$ cat config.mk
export PLATFORM = sky130hd
export DESIGN_NAME = bank_isu_iq
export DESIGN_NICKNAME = d
export VERILOG_FILES = /design/src/logic/cache_pkg.sv /design/src/logic/bus_pkg.sv /design/src/logic/bank_isu_iq.sv
export SDC_FILE = /design/constraint.sdc
export NUM_CORES = 1
export LEC_CHECK = 0
export BUFFER_PORTS_ARGS = -buffer_cell sky130_fd_sc_hd__buf_2
export CORE_AREA = 10 10 327 329
export DETAILED_ROUTE_END_ITERATION = 8
export DIE_AREA = 0 0 337 339
export PLACE_DENSITY = 0.43
export SYNTH_ARGS = -nofsm -noshare
export SYNTH_HDL_FRONTEND = slang
export SYNTH_SLANG_ARGS = --single-unit
$ cat constraint.sdc
create_clock -name clk_i -period 5 [get_ports clk_i]
set_input_delay 1.25 -clock clk_i [delete_from_list [all_inputs] [get_ports clk_i]]
set_output_delay 1.25 -clock clk_i [all_outputs]
set_load 0.1 [all_outputs]
$ cat src/logic/cache_pkg.sv
package cache_pkg;

  // --------------------------------------------------
  // widths
  // --------------------------------------------------
  // line index, also used as the refill id
  localparam int LINE_IDX_W = 6;
  // set/way/offset field, bit 0 picks the offset
  localparam int SWO_W      = 7;

  // request opcode bit positions
  localparam int REQ_OP_WRITE_BIT = 0;
  localparam int REQ_OP_EVICT_BIT = 1;

  // state of one cache-line offset
  typedef logic [1:0] line_state_t;

  // --------------------------------------------------
  // request from the tag pipeline
  // --------------------------------------------------
  typedef struct packed {
    logic             cacheline_inflight;
    logic             need_linefill;
    logic [2:0]       rob_id;
    logic [1:0]       ch_id;
    logic [1:0]       opcode;
    logic [SWO_W-1:0] set_way_offset;
    logic [7:0]       wbuffer_id;
    line_state_t      state0;
    line_state_t      state1;
  } isu_req_t;

  // sram controller command
  typedef enum logic [2:0] {
    WRITE         = 3'd0,
    READ          = 3'd1,
    READ_LINEFILL = 3'd2,
    WRITE_BACK    = 3'd3
  } sc_opcode_e;

  // line index of a request, matched against refill ids
  function automatic logic [LINE_IDX_W-1:0] req_line_idx(input isu_req_t req);
    return req.set_way_offset[SWO_W-1:1];
  endfunction

endpackage

$ cat src/logic/bus_pkg.sv
package bus_pkg;

  import cache_pkg::*;

  // --------------------------------------------------
  // refill data from the bus interface
  // --------------------------------------------------
  localparam int LINE_BITS = 256;
  localparam int HALF_BITS = LINE_BITS / 2;

  // one full line per beat, no back-pressure
  typedef struct packed {
    logic                  valid;
    logic [LINE_IDX_W-1:0] rid;
    logic [LINE_BITS-1:0]  data;
  } biu_refill_t;

  // --------------------------------------------------
  // issue bundle towards the sram controller
  // --------------------------------------------------
  typedef struct packed {
    logic [1:0]           channel_id;
    sc_opcode_e           opcode;
    logic [SWO_W-1:0]     set_way_offset;
    logic [7:0]           wbuffer_id;
    logic [2:0]           rob_num;
    line_state_t          state0;
    line_state_t          state1;
    // low half of the line
    logic [HALF_BITS-1:0] data0;
    // high half of the line
    logic [HALF_BITS-1:0] data1;
  } sc_issue_t;

endpackage

$ cat src/logic/bank_isu_iq.sv
`timescale 1ns/1ps

module bank_isu_iq
  import cache_pkg::*, bus_pkg::*;
#(
  parameter int PTR_WIDTH = 3
) (
  input  logic                      clk_i,
  input  logic                      rst_i,
  input  logic                      req_valid_i,
  input  isu_req_t                  req_i,
  output logic                      req_allow_in_o,
  input  biu_refill_t               refill_i,
  output logic [(1<<PTR_WIDTH)-1:0] eligible_o,
  output logic [PTR_WIDTH-1:0]      bottom_ptr_o,
  input  logic [PTR_WIDTH-1:0]      select_ptr_i,
  input  logic                      select_any_i,
  output logic [LINE_IDX_W-1:0]     lfb_raddr_o,
  input  logic [LINE_BITS-1:0]      lfb_rdata_i,
  output logic                      sc_valid_o,
  input  logic                      sc_ready_i,
  output sc_issue_t                 sc_o
);

  localparam int DEPTH = 1 << PTR_WIDTH;

  isu_req_t             slot_req_q [DEPTH];
  logic [DEPTH-1:0]     slot_vld_q;
  logic [DEPTH-1:0]     slot_vld_d;
  logic [DEPTH-1:0]     mshr_allow_q;
  logic [DEPTH-1:0]     mshr_allow_d;
  logic [DEPTH-1:0]     refill_match;
  logic [PTR_WIDTH-1:0] wr_ptr_q;
  logic [PTR_WIDTH-1:0] bottom_ptr_q;
  logic                 enq;
  logic                 deq;
  isu_req_t             sel_req;
  logic                 sel_write;
  logic                 sel_evict;
  logic                 sel_linefill;
  sc_opcode_e           sel_opcode;

  // --------------------------------------------------
  // enqueue
  // --------------------------------------------------
  // allow-in uses registered state only
  assign req_allow_in_o = ~slot_vld_q[wr_ptr_q];
  assign enq            = req_valid_i & req_allow_in_o;
  assign deq            = sc_valid_o & sc_ready_i;

  always_ff @(posedge clk_i or posedge rst_i) begin
    if (rst_i) begin
      wr_ptr_q <= '0;
    end else if (enq) begin
      wr_ptr_q <= wr_ptr_q + 1'b1;
    end
  end

  // request payload
  always_ff @(posedge clk_i) begin
    if (enq) begin
      slot_req_q[wr_ptr_q] <= req_i;
    end
  end

  // --------------------------------------------------
  // valid array
  // --------------------------------------------------
  always_comb begin
    slot_vld_d = slot_vld_q;
    if (deq) begin
      slot_vld_d[select_ptr_i] = 1'b0;
    end
    // enq only targets a free slot and never the issued one
    if (enq) begin
      slot_vld_d[wr_ptr_q] = 1'b1;
    end
  end

  always_ff @(posedge clk_i or posedge rst_i) begin
    if (rst_i) begin
      slot_vld_q <= '0;
    end else begin
      slot_vld_q <= slot_vld_d;
    end
  end

  // --------------------------------------------------
  // mshr allow array
  // --------------------------------------------------
  // refill releases every live slot waiting on that line
  always_comb begin
    for (int i = 0; i < DEPTH; i++) begin
      refill_match[i] = slot_vld_q[i] & refill_i.valid &
                        (req_line_idx(slot_req_q[i]) == refill_i.rid);
    end
  end

  always_comb begin
    mshr_allow_d = mshr_allow_q | refill_match;
    if (deq) begin
      mshr_allow_d[select_ptr_i] = 1'b0;
    end
    // a new slot ignores a refill on the same edge
    if (enq) begin
      mshr_allow_d[wr_ptr_q] = ~(req_i.need_linefill | req_i.cacheline_inflight);
    end
  end

  always_ff @(posedge clk_i or posedge rst_i) begin
    if (rst_i) begin
      mshr_allow_q <= '0;
    end else begin
      mshr_allow_q <= mshr_allow_d;
    end
  end

  // --------------------------------------------------
  // bottom pointer
  // --------------------------------------------------
  // walks over empty slots until it sits on the oldest entry
  always_ff @(posedge clk_i or posedge rst_i) begin
    if (rst_i) begin
      bottom_ptr_q <= '0;
    end else if (!slot_vld_q[bottom_ptr_q] && |slot_vld_q) begin
      bottom_ptr_q <= bottom_ptr_q + 1'b1;
    end
  end

  assign eligible_o   = slot_vld_q & mshr_allow_q;
  assign bottom_ptr_o = bottom_ptr_q;

  // --------------------------------------------------
  // issue
  // --------------------------------------------------
  assign sc_valid_o   = select_any_i;
  assign sel_req      = slot_req_q[select_ptr_i];
  assign sel_write    = sel_req.opcode[REQ_OP_WRITE_BIT];
  assign sel_evict    = sel_req.opcode[REQ_OP_EVICT_BIT];
  assign sel_linefill = sel_req.need_linefill;
  assign lfb_raddr_o  = req_line_idx(sel_req);

  // eviction first, then linefill, then write
  always_comb begin
    if (sel_evict) begin
      sel_opcode = WRITE_BACK;
    end else if (sel_linefill) begin
      sel_opcode = READ_LINEFILL;
    end else if (sel_write) begin
      sel_opcode = WRITE;
    end else begin
      sel_opcode = READ;
    end
  end

  always_comb begin
    sc_o.channel_id     = sel_req.ch_id;
    sc_o.opcode         = sel_opcode;
    sc_o.set_way_offset = sel_req.set_way_offset;
    sc_o.wbuffer_id     = sel_req.wbuffer_id;
    sc_o.rob_num        = sel_req.rob_id;
    sc_o.state0         = sel_req.state0;
    sc_o.state1         = sel_req.state1;
    sc_o.data0          = lfb_rdata_i[HALF_BITS-1:0];
    sc_o.data1          = lfb_rdata_i[LINE_BITS-1:HALF_BITS];
  end

  // --------------------------------------------------
  // assertions
  // --------------------------------------------------
  // the issued slot is live so it never collides with the enqueue slot
  a_enq_free: assert property (
    @(posedge clk_i) disable iff (rst_i)
    enq |-> !(deq && (select_ptr_i == wr_ptr_q))
  ) else $error("iq: enqueue into slot %0d while it issues", wr_ptr_q);

  // a pending issue is not withdrawn under back-pressure
  a_valid_hold: assert property (
    @(posedge clk_i) disable iff (rst_i)
    sc_valid_o && !sc_ready_i |=> sc_valid_o
  ) else $error("iq: issue valid dropped while ready was low");

  // arbiter pick must agree with queue state
  a_sel_elig: assert property (
    @(posedge clk_i) disable iff (rst_i)
    select_any_i |-> eligible_o[select_ptr_i]
  ) else $error("iq: selected slot %0d is not eligible", select_ptr_i);

endmodule

======== Word level (Yosys, flattened, before mapping) ========
Memories as Yosys holds them, arrays and structs flattened.
Index checks and enable logic that the tools add are counted.
cells by class
  add/sub/neg operators ................... 2
  order comparisons ....................... 5
  equality and inequality tests ........... 8
  multiplexer cells ....................... 18
  bitwise logic cells ..................... 27
  reduce and logical (&&, ||, !) cells .... 5
operators by type and width
  cell                   number
  $eq A6 B6 Y1           8
  $mux W8                4
  $and A8 B8 Y8          3
  $and A1 B1 Y1          18
  $or A8 B8 Y8           2
  $lt A3 B4 Y1 const B   3
  $bwmux W8              1
  $not A8 Y8             1
  $reduce_or A8 Y1       1
  $mux W1                7
  $add A3 B1 Y3 const B  2
  $bmux W1 S3            2
  $demux W1 S3           2
  $ge A3 B1 Y1 const B   2
  $mux W2                2
  $logic_and A1 B1 Y1    3
  $not A1 Y1             2
  $logic_not A1 Y1       1
  $or A1 B1 Y1           1
storage, ports and cells
  bits in registers ....................... 22
  RAM bits ................................ 224
  output and inout bits ................... 302
  word-level logic and storage cells ...... 70
  memories kept ........................... 1
memories
  memory      depth  bits a word  read ports  clocked after memory_dff  wr ports  RTL line           text
  slot_req_q  8      28           9           0                         1         bank_isu_iq.sv:27  isu_req_t slot_req_q [DEPTH];

======== Logic depth before layout (Yosys ltp) ========
  depth after elaboration ................. 9
  gate-level depth with buffers ........... 7
  gate-level depth less buffers ........... 4

======== Least setup slack after synthesis ========
Ideal clock, no wire load.
  path kind ............................... input to output
  start point ............................. in select_ptr_i[2]
  end point ............................... out sc_o[281] in the netlist's numbering
  arrival ................................. 4.084 ns
  required time ........................... 3.750 ns
  slack ................................... -0.334 ns
  stages .................................. 6
  buffers on the path ..................... 3
  cells stage by stage .................... buf_6 > buf_6 > buf_2 > mux4_2 > nor2_1 > o21ai_0
RTL lines
  item             RTL line           text
  start, declared  bank_isu_iq.sv:16  input logic [PTR_WIDTH-1:0] select_ptr_i,
  end, declared    bank_isu_iq.sv:22  output sc_issue_t sc_o

======== Worst setup path after layout ========
  start point ............................. in select_ptr_i[2]
  end point ............................... out lfb_raddr_o[3]
between the ends
  cells in the longest elaborated chain, start to end .. 1
ends and longest elaborated chain
  item            RTL line           text
  $mem_v2 Z8 W28  --
  end, declared   bank_isu_iq.sv:18  output logic [LINE_IDX_W-1:0] lfb_raddr_o,
No other way between the ends.

==> summary.md <==
| Metric | Value |
|---|---|
| Max IR drop VDD | `0.257 mV` |
| HPWL after detailed placement | `66400 um` |
| Full die area | `114000 sq um` |
| Worst Skew | `17.7 ps` |
| Die X | `337 um` |
| Most common cell after layout, fill and taps aside | `edfxtp_1` |
| Setup slack after placement | `264 ps` |
| Routed len/inst | `37.3 um` |
| Share of Yosys cell area claimed by the top area cell type | `0.538` |
| Antenna-violating nets left | `0` |
| First-pass GRT wire length | `91700 um` |
| First-pass DRT Iterations | `5` |
| Post-Synthesis Cell Area | `12100 sq um` |
| Clock latency on the worst-skew pair | `550 ps` |
| Number of max-cap violations | `0` |
| DRT iter0 DRCs | `455` |
| Mapped Cells | `883` |
| Peak Freq | `212 MHz` |
| Number of global-route vias before repair | `6501` |
| IO Port Bufs | `87` |
| Worst path required time | `3750 ps` |
| Postcts setup bufs | `0` |
| Post-CTS sizing | `0` |
| Hold crit path type | `flip-flop to flip-flop` |
| DRT Wirelength | `76600 um` |
| Clock period minus final worst setup slack | `4720 ps` |
| Final setup fails | `0` |
| Largest net degree at the start of global routing | `31` |
| Slack of the critical path | `275 ps` |
| Setup TNS | `0 ps` |
| Routability cong. | `0.856` |
| Final Hold Viols | `0` |
| DRC | `0` |
| Crit path DAT | `3470 ps` |
| Syn nets | `1440` |
| Relative slew slack | `0.196` |
| Synth Register Bits | `238` |
| Post-synthesis sequential area ratio | `0.584` |
| Synth Flop Type | `edfxtp_1` |
| Clock sinks | `238` |
| Hold buffers post-CTS | `0` |
| Layout area overhead | `12.3%` |
| RSZ-0062 raised after global routing | `no` |
| GRT Residual Overflow | `0` |
| Endpoint class of the critical path | `output port` |
| Worst slew pin tran | `1200 ps` |
| H-tree depth | `1` |
| Gate power share | `0.264` |
| Initial Util | `0.121` |
| Register share of total power | `0.437` |
| Root Buffer | `clkbuf_16` |
| # rows | `116` |
| Switching power | `2.13 mW` |
| Leak pwr | `4.37 nW` |
| Min Hold Slack | `570 ps` |
| DR vias | `6468` |
| Commonest cells after routing, fill and taps aside | `edfxtp_1 (216), buf_2 (57), nand2_1 (41)` |
| Pwr Density | `450 nW/um^2` |
| Crit path kind | `input port to output port` |
| Final worst-path cycle share | `0.945` |
| Vias per std cell | `3.15` |
| Core Util, Final | `0.135` |
| Power Internal | `3.96 mW` |
| Clock Power Share | `0.299` |
| Library cells used by synthesis | `56` |
| Fin nets | `1289` |
| Post-synth EDFFs | `216` |
| Switching Share | `0.350` |
| Async set or reset register ratio after synthesis | `0.0924` |
| IO Count | `857` |
| CTS clk-pin slew, worst paths | `60 ps` |
| Status | `finished clean` |
| Dominant cell type by area after synthesis | `edfxtp_1` |
| Layout cells sized above 1 | `0.279` |
| Yosys Warn Count | `0` |
| Core area | `99900 sq um` |
| Syn Area/Cell | `13.6 sq um` |
| Final Max Tran Viols | `0` |
| Die Ht | `339 um` |
| Num CTS Buffers | `28` |
| Clock Path Buffers | `3` |
| Startpoint Class | `input port` |
| GRT Total Usage | `0.127` |
| CTS tree | `yes` |
| Initial antenna violation count | `25` |
| Top post-synthesis cells by area | `edfxtp_1 (54%), buf_4 (17%), dfrtp_1 (4.6%)` |
| Worst-path fanout max | `26` |
[stage by stage]
stage / instance area (sq um) / total power, mW / std cells
global route: 13500 / 6.37 / 2051
finish: 13500 / 6.09 / 2056
floorplan: 12100 / 4.70 / 883
detailed placement: 12700 / 4.35 / 2000
global placement: 12700 / 4.32 / 2000
CTS: 13500 / 6.19 / 2051
[cells by family (layout without fill, tap and decap cells)]
group           count (synthesis)  after routing  share of synthesized area
simple gates                  108            108                     0.0454
other cells                     1              6                   0.000311
compound gates                109            109                     0.0706
xor+xnor                       51             51                     0.0371
fa+ha+maj                       2              2                    0.00208
flops                         238            238                      0.584
buf+inv                       307            177                      0.183
mux                            67             67                     0.0775
[synth_stat cells (8+ instances only)]
cell type	n
nor2_1	18
mux2_2	21
edfxtp_1	216
mux2i_1	22
a221o_1	8
mux4_2	18
dfrtp_1	22
o21ai_0	8
a22oi_1	10
nand2_1	41
buf_2	16
xnor2_1	25
a21oi_1	13
buf_4	269
nor3_1	8
nor4_1	12
xor2_1	26
a221oi_1	20
and2_1	9
[flip-flops by register name, summed over array words and instances (netlist names)]
signal / count
mshr_allow_q: 8
wr_ptr_q: 3
slot_vld_q: 8
bottom_ptr_o: 3
slot_req_q: 216
[area by class of cell]
cell class | count | area, sq um
Multi-Input combinational cell | 338 | 2860
Timing Repair Buffer | 118 | 1140
Tap cell | 1298 | 1620
Fill cell | 11100 | 86300
Clock inverter | 13 | 68.8
Antenna cell | 5 | 12.5
Sequential cell | 238 | 7040
Inverter | 8 | 30.0
Clock buffer | 38 | 748
[path summary, 6_finish.rpt]
path	cells after the start	slack, ps	from	endpoint
max	4	280	select_ptr_i[2]	lfb_raddr_o[3]
min	2	570	mshr_allow_q[3]$_DFF_PP0_	mshr_allow_q[3]$_DFF_PP0_
max reg2reg	3	2520	wr_ptr_q[0]$_DFFE_PP0P_	slot_req_q[0][25]$_DFFE_PP_
min reg2reg	2	570	mshr_allow_q[3]$_DFF_PP0_	mshr_allow_q[3]$_DFF_PP0_
max in group asynchronous	2	3440	rst_i	slot_vld_q[3]$_DFF_PP0_
min in group asynchronous	2	940	rst_i	bottom_ptr_o[1]$_DFFE_PP0P_
[power by group through the flow]
stage	registers [mW]	logic, mW	clock network [mW]
global placement	2.69	1.64	0
detailed placement	2.70	1.65	0
finish	2.66	1.61	1.82
floorplan	2.69	2.01	0
global route	2.69	1.71	1.96
CTS	2.66	1.65	1.88
[critical path, stage by stage]
cell and delay (ps):
buf_2 340, nor3_2 830, a221o_1 730, buf_12 260
[layer usage]
metal  track usage  wire length [um]
met1        0.0827             17100
met2         0.234             39600
met3         0.141             18800
met4        0.0155              1030
met5             0               172
No activity file was read; power rests on OpenSTA's default activity.
