--- src/logic/shift_priority_arb.sv ---
`timescale 1ns/1ps

module shift_priority_arb #(
  parameter int PTR_WIDTH = 3
) (
  input  logic [(1<<PTR_WIDTH)-1:0] eligible_i,
  input  logic [PTR_WIDTH-1:0]      bottom_ptr_i,
  output logic [PTR_WIDTH-1:0]      select_ptr_o,
  output logic                      select_any_o
);

  localparam int DEPTH = 1 << PTR_WIDTH;

  logic [2*DEPTH-1:0]   eligible_dbl;
  logic [DEPTH-1:0]     eligible_rot;
  logic [PTR_WIDTH-1:0] first_offset;

  // --------------------------------------------------
  // rotate so that the bottom slot sits at bit 0
  // --------------------------------------------------
  assign eligible_dbl = {eligible_i, eligible_i};
  assign eligible_rot = eligible_dbl[bottom_ptr_i +: DEPTH];

  // --------------------------------------------------
  // lowest set bit, then back to a slot index
  // --------------------------------------------------
  always_comb begin
    first_offset = '0;
    // scan downward so the lowest set bit wins
    for (int i = DEPTH - 1; i >= 0; i--) begin
      if (eligible_rot[i]) begin
        first_offset = PTR_WIDTH'(i);
      end
    end

    select_any_o = |eligible_i;
    // wraps modulo the depth through the pointer width
    select_ptr_o = bottom_ptr_i + first_offset;

    // rotate and add back must agree on the same slot
    if (select_any_o) begin
      assert (eligible_i[select_ptr_o])
        else $error("arb: slot %0d selected but not eligible (vec %h, bottom %0d)",
                    select_ptr_o, eligible_i, bottom_ptr_i);
    end
  end

endmodule

--- config.mk ---
export PLATFORM = sky130hd
export DESIGN_NAME = shift_priority_arb
export DESIGN_NICKNAME = d
export VERILOG_FILES = /design/src/logic/shift_priority_arb.sv
export SDC_FILE = /design/constraint.sdc
export NUM_CORES = 1
export LEC_CHECK = 0
export BUFFER_PORTS_ARGS = -buffer_cell sky130_fd_sc_hd__buf_4
export CELL_PAD_IN_SITES_DETAIL_PLACEMENT = 1
export CELL_PAD_IN_SITES_GLOBAL_PLACEMENT = 2
export CORE_ASPECT_RATIO = 1.25
export CORE_MARGIN = 1.5
export CORE_UTILIZATION = 31
export DETAILED_ROUTE_END_ITERATION = 10
export GPL_ROUTABILITY_DRIVEN = 0
export PLACE_DENSITY_LB_ADDON = 0.3
export SYNTH_ARGS = -nofsm -noshare
export SYNTH_HDL_FRONTEND = slang
export SYNTH_SLANG_ARGS = --single-unit
--- constraint.sdc ---
create_clock -name vclk -period 4.22
set_clock_uncertainty 0.2 [all_clocks]
set_input_delay 0.844 -clock vclk [all_inputs]
set_output_delay 0.844 -clock vclk [all_outputs]
set_load 0.005 [all_outputs]
---- Word-level counts from Yosys, hierarchy flattened ----
Index checks and enable logic that the tools add are counted.
word-level totals
  flip-flop bits (word level) ............. 0
  latch bits .............................. 0
  RAM bits ................................ 0
  memory bits (read-only) ................. 0
  bits of input ports ..................... 11
  output and inout port bits .............. 4
  logic and storage cells ................. 11
  memories ................................ 0
cells by class
  add/sub/neg operators ................... 1
  multiply operators ...................... 0
  div/mod/pow operators ................... 0
  order comparisons ....................... 0
  equal/unequal tests ..................... 0
  shifts and indexed selects .............. 1
  multiplexer cells ....................... 8
  bitwise logic cells ..................... 0
  reductions and logical operators ........ 1
operators by type and width
  cell                                                    number
  3-bit 2-to-1 mux                                        8
  16-bit by 4-bit variable part select with 8-bit output  1
  8-bit OR reduction                                      1
  3-bit adder                                             1

---- Logic depth before layout (Yosys ltp) ----
Gate-level depths: netlist of the first run.
  depth after elaboration ................. 10
  mapped depth ............................ 11
  gate-level depth less buffers ........... 10

---- Least setup slack after synthesis of the first run ----
No wires, ideal clock.
  path type ............................... input port to output port
  start ................................... in bottom_ptr_i[0]
  end ..................................... out select_ptr_o[2]
  arrival time ............................ 3132 ps
  data required time ...................... 3176 ps
  slack ................................... 44 ps
  stages .................................. 11
  buffers on the path ..................... 1
  cells stage by stage .................... buf_6 > mux4_1 > mux2i_1 > o311ai_0 > a21bo_2 > a31oi_1 > ha_1 > inv_1 > fa_1 > xnor2_1 > xnor2_1
on the way
  word-level cells in the longest chain between the ends .. 10
RTL lines
  what                                                    line  RTL
  start, declared                                         7     input logic [PTR_WIDTH-1:0] bottom_ptr_i,
  16-bit by 4-bit variable part select with 8-bit output  22    assign eligible_rot = eligible_dbl[bottom_ptr_i +: DEPTH];
  3-bit 2-to-1 mux (8 in series)                          31    if (eligible_rot[i]) begin
  3-bit adder *                                           38    select_ptr_o = bottom_ptr_i + first_offset;
  end, declared                                           8     output logic [PTR_WIDTH-1:0] select_ptr_o,
Mark *: on every way between the ends. The rest lies on a longest branch, timed or not.

---- Worst setup path after layout of the first run ----
  start ................................... in eligible_i[7]
  end ..................................... out select_ptr_o[2]
on the way
  word-level cells in the longest chain between the ends .. 10
RTL lines
  what                                                      line  RTL
  start, declared                                           6     input logic [(1<<PTR_WIDTH)-1:0] eligible_i,
  16-bit by 4-bit variable part select with 8-bit output *  22
  3-bit 2-to-1 mux (7 in series)                            31
  3-bit 2-to-1 mux *                                        31
  3-bit adder *                                             38
Marked as above.

==> results of run 1 <==
power groups by stage:
stage | Sequential, mW | Clock [mW] | Combinational (mW)
finish | 0 | 0 | 0.132
detailed placement | 0 | 0 | 0.108
CTS | 0 | 0 | 0.129
global placement | 0 | 0 | 0.103
global route | 0 | 0 | 0.141
floorplan | 0 | 0 | 0.0565
repair_timing:
action / CTS / global route
gates resized for setup: 19 / 3
setup endpoints to repair: 2 / 2
setup buffers: 7 / 1
pin swaps: 8 / 2
endpoints found under the hold margin: 0 / 0
kinds of logic after synthesis:
logic type / after synthesis / share of synthesized area
AO/OA/AOI/OAI: 11 / 0.1783
XOR/XNOR: 2 / 0.03374
adder cells (fa/ha/maj): 2 / 0.06265
buffers and inverters: 8 / 0.07711
multiplexers: 16 / 0.5446
AND/OR/NAND/NOR: 11 / 0.1036
worst max-delay path, stage by stage:
cell     delay, ns
buf_4         0.11
buf_4         0.13
mux4_2        0.51
mux2i_2       0.21
a21bo_2       0.25
a31oi_1       0.13
ha_2          0.19
inv_2         0.04
fa_2          0.37
xnor2_2       0.14
xnor2_1       0.12
buf_4         0.14
cells in the final DEF (no fill, tap or decap), drive strengths merged:
| cell type | instances |
|---|---|
| o311ai | 1 |
| mux2i | 5 |
| fa | 1 |
| nor4 | 2 |
| a21bo | 1 |
| xnor2 | 2 |
| o21a | 1 |
| o2111ai | 1 |
| nor3 | 1 |
| nor2 | 1 |
| a211o | 1 |
| nor3b | 1 |
| mux2 | 4 |
| o211ai | 2 |
| ha | 1 |
| o211a | 1 |
| a31oi | 1 |
| nand2 | 5 |
| o21ai | 1 |
| and2 | 1 |
| a211oi | 1 |
| inv | 5 |
| buf | 43 |
| mux4 | 7 |
per-layer routing:
layer | vias to the layer above | wire, µm
met4 | 0 | 0
met2 | 11 | 1139
li1 | 283 | -
met5 | - | 0
met3 | 0 | 31
met1 | 302 | 618
stage by stage:
step | setup TNS [ns] | instances | worst slack (ns) | instance area, µm²
3_5_place_dp | -0.2571 | 100 | -0.2195 | 783.3
4_1_cts | -0.04053 | 107 | -0.04053 | 855.8
5_1_grt | -0.09887 | 108 | -0.09887 | 873.3
3_3_place_gp | -0.1437 | 100 | -0.1437 | 783.3
6_report | -0.01798 | 108 | -0.01798 | 873.3
2_1_floorplan | 0 | 50 | 0.04364 | 519.2
cell type report:
cell class / instances / area share
Multi-Input combinational cell: 42 / 0.5530
Timing Repair Buffer: 43 / 0.3997
Tap cell: 18 / 0.02579
Inverter: 5 / 0.02149
worst paths after layout:
check	to	slack, ns
setup / recovery	select_ptr_o[2]	-0.02
hold / removal	select_any_o	1.88
==> results.md, run 1 <==
* Status: complete, but fails checks
* Violations in the final reports: negative setup slack
* DRC viols at 0
* Avg WL per Cell at roughly 17 µm
* Peak VDD IR at approximately 55 µV
* Worst setup EP type: output pin
* GR Util met1 at 0.2249
* Total gr overflow at 0
* Ports at 15
* Initial antenna violation count at 0
* Final Power at 0.1322 mW
* Largest net degree at the start of global routing at 13
* Vias post-DR at 596
* Minimum clock period at 4.238 ns
* Leak pwr at 0.4026 nW
* Hold crit path type: primary input to output pin
* DRT Wirelength at 1789 µm
* Pre-Repair DR Iteration Count at 2
* Initial DRC Count at 1
* Area of the multi-input gates at ~480 µm²
* Beginning of the critical path: eligible_i[7]
* Vias in the first global route at 656
* Top-count cell post-synth: mux4_1
* Area contributors post-synth: mux4_1 35%, mux2i_1 9.6%, mux2_2 6.5%
* Commonest cells in the synthesized netlist: 7 x mux4_1, 5 x inv_1, 5 x mux2i_1, 5 x nand2_1, 3 x mux2_2
* Area delta synth->final at 68.19%
* Met2 Track Usage GR at 0.4399
* GR peak layer: met2
* Required @ worst endpoint at 3.18 ns
* Cell internal pwr at 0.07969 mW
* Post-detail-place hpwl at 1435 µm
* Core Rows at 16
* Final hold slack at approximately 1.9 ns
* Final hold violation count at 0
* Total global-route track usage at 0.2109
* Number of port buffers at 15
* Routing usage on met3 at 0
* Cells after Synth at 50
* WP data arrival at 3.19 ns
* Drt via density at 5.519
* FILL cells at 200
* Hold-fix buffers, CTS at 0
* Switching share of power at 0.3971
* Clk_buf instances at 0
* Cell Area, Synth at 519.2 µm²
* Distinct cells, synth at 26
* Final WS setup at -0.01798 ns
* ANT nets after route at 0
* # diodes at 0
* Post-layout util at 0.5593
* Max-cap violations at 0
* Die area at about 1900 µm²
* Hold path depth at 5
* Die Y at just under 50 µm
* Seq/Total Area, Yosys at 0
* Post-layout net count at 105
* Switching power at 0.05250 mW
* Share of cells above drive strength 1 at 0.7000
* Combinational power share at 1.000
* YS warnings at 0
* Max-slew violations at 0
* Final Cycle Share at 1.004
* Fmax achieved at 236.0 MHz
* CP max FO at 4
* Critical path class: primary input to output pin
* Synthesized area per cell at between 10 and 15 µm²
* Reg area at 0 µm²
* Cell area power density at 151.4 nW/µm²
* Initial Util at 0.3325
* RSZ-0062 raised after global routing: true
* Sequential group share of total power at 0
* Synth top area share at 0.3542
* Worst hold start: eligible_i[1]
* Syn_nets at 63
* Yosys top cell by area: mux4_1
* Slew @ Worst Pin at 0.2904 ns
* Critical Path Start Type: primary input
* Final number of setup-violating endpoints at 1
* Core box area at roughly 1600 µm²
* Worst slew margin at 0.8009
* Clock share of power at 0
* First-pass GRT wire length at 2953 µm
* Seq_cells at 0
* Die width at 39.61 µm
Note: power is estimated with default switching activity, not from simulation.
==> run 2: changes to the inputs <==
ABC_AREA = 1   (was default)
BUFFER_PORTS_ARGS = -buffer_cell sky130_fd_sc_hd__buf_2   (was -buffer_cell sky130_fd_sc_hd__buf_4)
CORE_UTILIZATION = 24   (was 31)
==> results.md, run 2 <==
* Status: complete, no violations
* Max-cap violations at 0 (unchanged)
* Required @ worst endpoint at 3.18 ns (about the same)
* Leak pwr at 0.3487 nW (-13%)
* Slowest-stage cell, CP: fa_1
* RSZ-0062 raised after global routing: false
* Crit-path max cell delay at 0.36 ns (-0.15 ns)
* Area delta synth->final at 20.47%
* Final Cycle Share at 0.9473 (-0.05697)
* WP data arrival at 2.95 ns (-0.24 ns)
* First-pass GRT wire length at 2739 µm (-7.2%)
* Clk_buf instances at 0 (unchanged)
* YS warnings at 0 (unchanged)
* Cell mode on critical path: nand2_1
* Pre-Repair DR Iteration Count at 2 (unchanged)
* Post-layout net count at 127 (+21%)
* Avg WL per Cell at 12.08 µm (-27%)
* DRT Wirelength at 1595 µm (-11%)
* Commonest cells in the synthesized netlist: 46 x nand2_1, 14 x nand3_1, 11 x nand2_2
* Final number of setup-violating endpoints at 0 (-1)
* Vias post-DR at 648 (+8.7%)
* Hold path depth at 4 (-1)
* Minimum clock period at 3.998 ns (-0.2404 ns)
* Syn_nets at 111 (+76%)
* Distinct cells, synth at 20 (-23%)
* Synth top area share at 0.3247 (-0.02951)
* Largest net degree at the start of global routing at 11 (-2)
* Vias in the first global route at 648 (-1.2%)
* CP cell instances: buf_6, inv_8, nand2_2, nand3_1, nand3_1, nand2_2, nand2_1, nand2_1, nand2_1, nand2_1, nand2_1, a21oi_1, ha_2, inv_1, fa_1, xor2_1, nand3b_1, nand2_1, inv_1, buf_2
* Core box area at 2027 µm² (+30%)
* Total global-route track usage at 0.1362 (-0.07466)
* Beginning of the critical path: bottom_ptr_i[0]
* Most frequent cells in the layout: 45 x nand2_1, 13 x nand3_1, 13 x buf_2
* Initial DRC Count at 6 (+5)
* WHS Endpoint: select_any_o
* # diodes at 0 (unchanged)
* Worst hold start: eligible_i[0]
* Cell Area, Synth at 531.8 µm² (+2.4%)
* Fmax achieved at 250.2 MHz (+6.0%)
* DRC viols at 0 (unchanged)
* Cells after Synth at 98 (+96%)
* Number of port buffers at 15 (unchanged)
* Placed cell area at 609.3 µm² (-22%)
* Critical path class: primary input to output pin
* Final WS setup at 0.2224 ns (+0.2404 ns)
* Die area at 2509 µm² (+30%)
* Peak VDD IR at 37.33 µV (-32%)
* Commonest non-fill, non-tap cell in the layout: nand2_1
* Area contributors post-synth: nand2_1 32%, nand3_1 13%, nand2_2 13%
* Initial Util at 0.2623 (-0.07019)
* Area of the multi-input gates at 475.5 µm² (-1.6%)
* Max-slew violations at 0 (unchanged)
* Top-count cell post-synth: nand2_1
* Critical Path Start Type: primary input
* Total gr overflow at 0 (unchanged)
* Reg area at 0 µm² (unchanged)
* Core Rows at 18 (+2)
* Final hold violation count at 0 (unchanged)
* Post-detail-place hpwl at 1466 µm (+2.1%)
* Seq_cells at 0 (unchanged)
* Die Y at 55.63 µm (+14%)
* Worst slew margin at 0.8412 (+0.04036)
* Final Power at 0.08159 mW (-38%)
* Slew @ Worst Pin at 0.2379 ns (-0.05250 ns)
* CP max FO at 10 (+6)
* Die width at 45.10 µm (+14%)
* Share of cells above drive strength 1 at 0.3661 (-0.3339)
* Initial antenna violation count at 0 (unchanged)
* ANT nets after route at 0 (unchanged)
* Cell area power density at 127.4 nW/µm² (-16%)
* Final Cell Area at 640.6 µm² (-27%)
* Ports at 15 (unchanged)
* Seq/Total Area, Yosys at 0 (unchanged)
* Worst setup EP type: output pin
* Synthesized area per cell at 5.426 µm² (-48%)
* Drt via density at 4.909 (-11%)
* Yosys top cell by area: nand2_1
* Hold crit path type: primary input to output pin
* Place WS at 0.05557 ns (+0.2751 ns)
* Total negative setup slack at 0 ns (+0.01798 ns)
* FILL cells at 289 (+45%)
## run 2: cell count changes after synthesis, sizes merged, moves of 4 or more
cell	change
nand2	+53
mux2	-4
mux4	-7
mux2i	-5
nand3	+19
## run 2: logic make-up (layout without fill, tap and decap cells)
group | Yosys count | after routing | synth area share
compound gates | 3 | 3 | 0.04000
xor+xnor | 1 | 1 | 0.01647
fa+ha+maj | 2 | 2 | 0.06117
buf+inv | 10 | 24 | 0.1247
simple gates | 82 | 82 | 0.7577
## run 2: worst max-delay path: cells and delay by family
family / cells / cell delay (ns)
and+or+nand+nor: 11 / 0.85
adders and majority gates: 2 / 0.55
buffers and inverters: 5 / 0.41
xor gates and xnor gates: 1 / 0.16
AOI/OAI and AO/OA: 1 / 0.14
## run 2: worst max-delay path by stage
stage | slack, ns | end | cells after the start
after floorplan | 0.57 | select_ptr_o[2] | 19
after CTS | 0.05 | select_ptr_o[2] | 19
after detailed placement | 0.06 | select_ptr_o[2] | 19
after global placement | 0.17 | select_ptr_o[2] | 21
final | 0.22 | select_ptr_o[2] | 20
after global routing | 0.003 | select_ptr_o[2] | 20
## run 2: report_power, final
group | switching (mW) | total (mW) | internal (mW)
combinational | 0.0498 | 0.0816 | 0.0318
sequential | 0 | 0 | 0
clock | 0 | 0 | 0
total | 0.0498 | 0.0816 | 0.0318
## run 2: area by class of cell
type,count,area share
Timing Repair Buffer,17,0.1543
Multi-Input combinational cell,88,0.7422
Tap cell,20,0.03906
Inverter,7,0.06445
## run 2: what timing repair did
| item | in CTS | in global routing |
|---|---|---|
| buffers inserted | 0 | 1 |
| setup endpoints to repair | 0 | 1 |
| gates resized for setup | 0 | 10 |
| hold buffers | 0 | 0 |
## run 2: routing by layer
metal  up-vias  global-route usage  routed length [µm]
li1        342                   -                   -
met3         0            0.003247                  31
met5         -                   0                   0
met4         0                   0                   0
met1       296              0.1529                 648
met2        10              0.2796                 916
## run 2: per-stage QoR
step | instances | hold slack, ns | util
global route | 132 | 1.825 | 0.3160
finish | 132 | 1.790 | 0.3160
floorplan | 98 | 1.567 | -
detailed placement | 131 | 1.797 | 0.3006
CTS | 131 | 1.796 | 0.3006
global placement | 131 | 1.794 | 0.3006
==> run 3: changes to the inputs <==
CORE_UTILIZATION = 29   (was 24)
clock period = 4.7 ns   (was 4.22 ns; I/O delays follow)
==> results.md, run 3 (synthesized netlist as in run 2, its figures left out) <==
* Max-cap violations at 0 (unchanged)
* Total global-route track usage at 0.1586 (+0.02245)
* Leak pwr at 0.3344 nW (-4.1%)
* Final hold violation count at 0 (unchanged)
* Most frequent cells in the layout: 46 x nand2_1, 15 x buf_2, 14 x nand3_1
* Post-CTS Setup Inserts at 0 (unchanged)
* Critical Path Start Type: primary input
* Initial Util at 0.3049 (+0.04253)
* Status: complete, no violations
* Share of cells above drive strength 1 at 0.3273 (-0.03880)
* Peak VDD IR at 31.65 µV (-15%)
* Required @ worst endpoint at 3.56 ns (+0.38 ns)
* # diodes at 0 (unchanged)
* Minimum clock period at 4.236 ns
* Total negative setup slack at 0 ns (unchanged)
* Avg WL per Cell at 11.26 µm (-6.8%)
* Seq_cells at 0 (unchanged)
* Hold-fix buffers, CTS at 0 (unchanged)
* Final number of setup-violating endpoints at 0 (unchanged)
* Area delta synth->final at 12.94%
* WP data arrival at 3.10 ns (+0.15 ns)
* ANT nets after route at 0 (unchanged)
* Cell area power density at 113.3 nW/µm² (-11%)
* Number of port buffers at 15 (unchanged)
* RSZ-0062 raised after global routing: false
* Reg area at 0 µm² (unchanged)
* Slew @ Worst Pin at 0.2558 ns (+0.01793 ns)
* Final Cycle Share at 0.9013
* Post-layout util at 0.3443 (+0.02828)
* Clk_buf instances at 0 (unchanged)
* Die area at 2101 µm² (-16%)
* Worst slew margin at 0.8295 (-0.01178)
* Post-layout net count at 125 (-1.6%)
* Vias post-DR at 653 (+0.77%)
* Total gr overflow at 0 (unchanged)
* FILL cells at 261 (-9.7%)
* Critical path endpoint: select_ptr_o[2]
* DRC viols at 0 (unchanged)
* Commonest non-fill, non-tap cell in the layout: nand2_1
* Final hold slack at 1.982 ns (+0.1921 ns)
* Beginning of the critical path: bottom_ptr_i[0]
* DRT Wirelength at 1453 µm (-8.9%)
* Post-detail-place hpwl at 1326 µm (-9.6%)
* Initial antenna violation count at 0 (unchanged)
* Ports at 15 (unchanged)
* Drt via density at 5.062 (+3.1%)
* Hold crit path type: primary input to output pin
* Core box area at 1744 µm² (-14%)
* Largest net degree at the start of global routing at 11 (unchanged)
* Pre-Repair DR Iteration Count at 1 (-1)
* Core Rows at 17 (-1)
* Post-CTS Resized at 0 (unchanged)
* CP max FO at 10 (unchanged)
* Max-slew violations at 0 (unchanged)
* Fmax achieved at 236.1 MHz
* Worst setup EP type: output pin
* Die Y at 50.88 µm (-8.5%)
* Die width at 41.30 µm (-8.4%)
* Vias in the first global route at 586 (-9.6%)
* Initial DRC Count at 0 (-6)
* First-pass GRT wire length at 2456 µm (-10%)
* Critical path class: primary input to output pin
[run 3: cell count changes in the layout (fill, tap and decap cells not counted)]
cell / before / now
buf_4: 3 / 0
buf_2: 13 / 15
buf_6: 1 / 0
ha_1: 0 / 1
ha_2: 1 / 0
inv_4: 0 / 1
inv_8: 2 / 1
nand2_1: 45 / 46
nand2_2: 12 / 11
nand3_1: 13 / 14
nand3_2: 6 / 5
[run 3: worst max-delay path, stage by stage]
cell and delay [ns]:
buf_2 0.24, inv_8 0.08, nand2_2 0.08, nand3_2 0.05
nand2_1 0.10, nand2_1 0.08, nand2_1 0.08, nand2_1 0.05
nand2_1 0.05, nand2_1 0.05, nand2_1 0.05, nand2_1 0.04
a21oi_1 0.12, ha_1 0.15, inv_1 0.04, fa_1 0.37
xor2_1 0.16, nand3b_1 0.16, nand2_1 0.07, inv_1 0.03
buf_2 0.11
[run 3: final cells by class]
cell class,instances,area (µm²),share of cell area
multi-input cells,88,465.4,0.7750
repair buffers,15,75.07,0.1250
inverters,7,36.28,0.06042
well taps,19,23.77,0.03958
[run 3: worst min path at each step]
| stage | from | endpoint | cells after the start |
|---|---|---|---|
| 6_report | eligible_i[2] | select_any_o | 4 |
| 5_1_grt | eligible_i[2] | select_any_o | 4 |
| 4_1_cts | eligible_i[2] | select_any_o | 4 |
| 3_5_place_dp | eligible_i[2] | select_any_o | 4 |
| 3_3_place_gp | eligible_i[2] | select_any_o | 4 |
| 2_1_floorplan | eligible_i[2] | select_any_o | 2 |
[run 3: metal layers]
layer  up-vias  GRT usage  part of all wire  wire (µm)
met5         -          0                 0          0
met2        10     0.3203              0.55        803
li1        341          -                 -          -
met3         0          0             0.022         32
met1       302     0.1809              0.42        617
met4         0          0                 0          0
[run 3: where the power goes]
| group | switching [mW] | internal (mW) | total (mW) |
|---|---|---|---|
| Combinational | 0.0424 | 0.0256 | 0.0680 |
| Sequential | 0 | 0 | 0 |
| Clock | 0 | 0 | 0 |
[run 3: through the flow]
step           instances  setup WS [ns]  total power [mW]  instance area (µm²)
3_5_place_dp         129         0.4315           0.06928                600.6
4_1_cts              129         0.4297           0.06944                600.6
2_1_floorplan         98         0.8620           0.05037                531.8
6_report             129         0.4637           0.06802                600.6
5_1_grt              129         0.1967           0.07891                600.6
3_3_place_gp         129         0.4698           0.06863                600.6
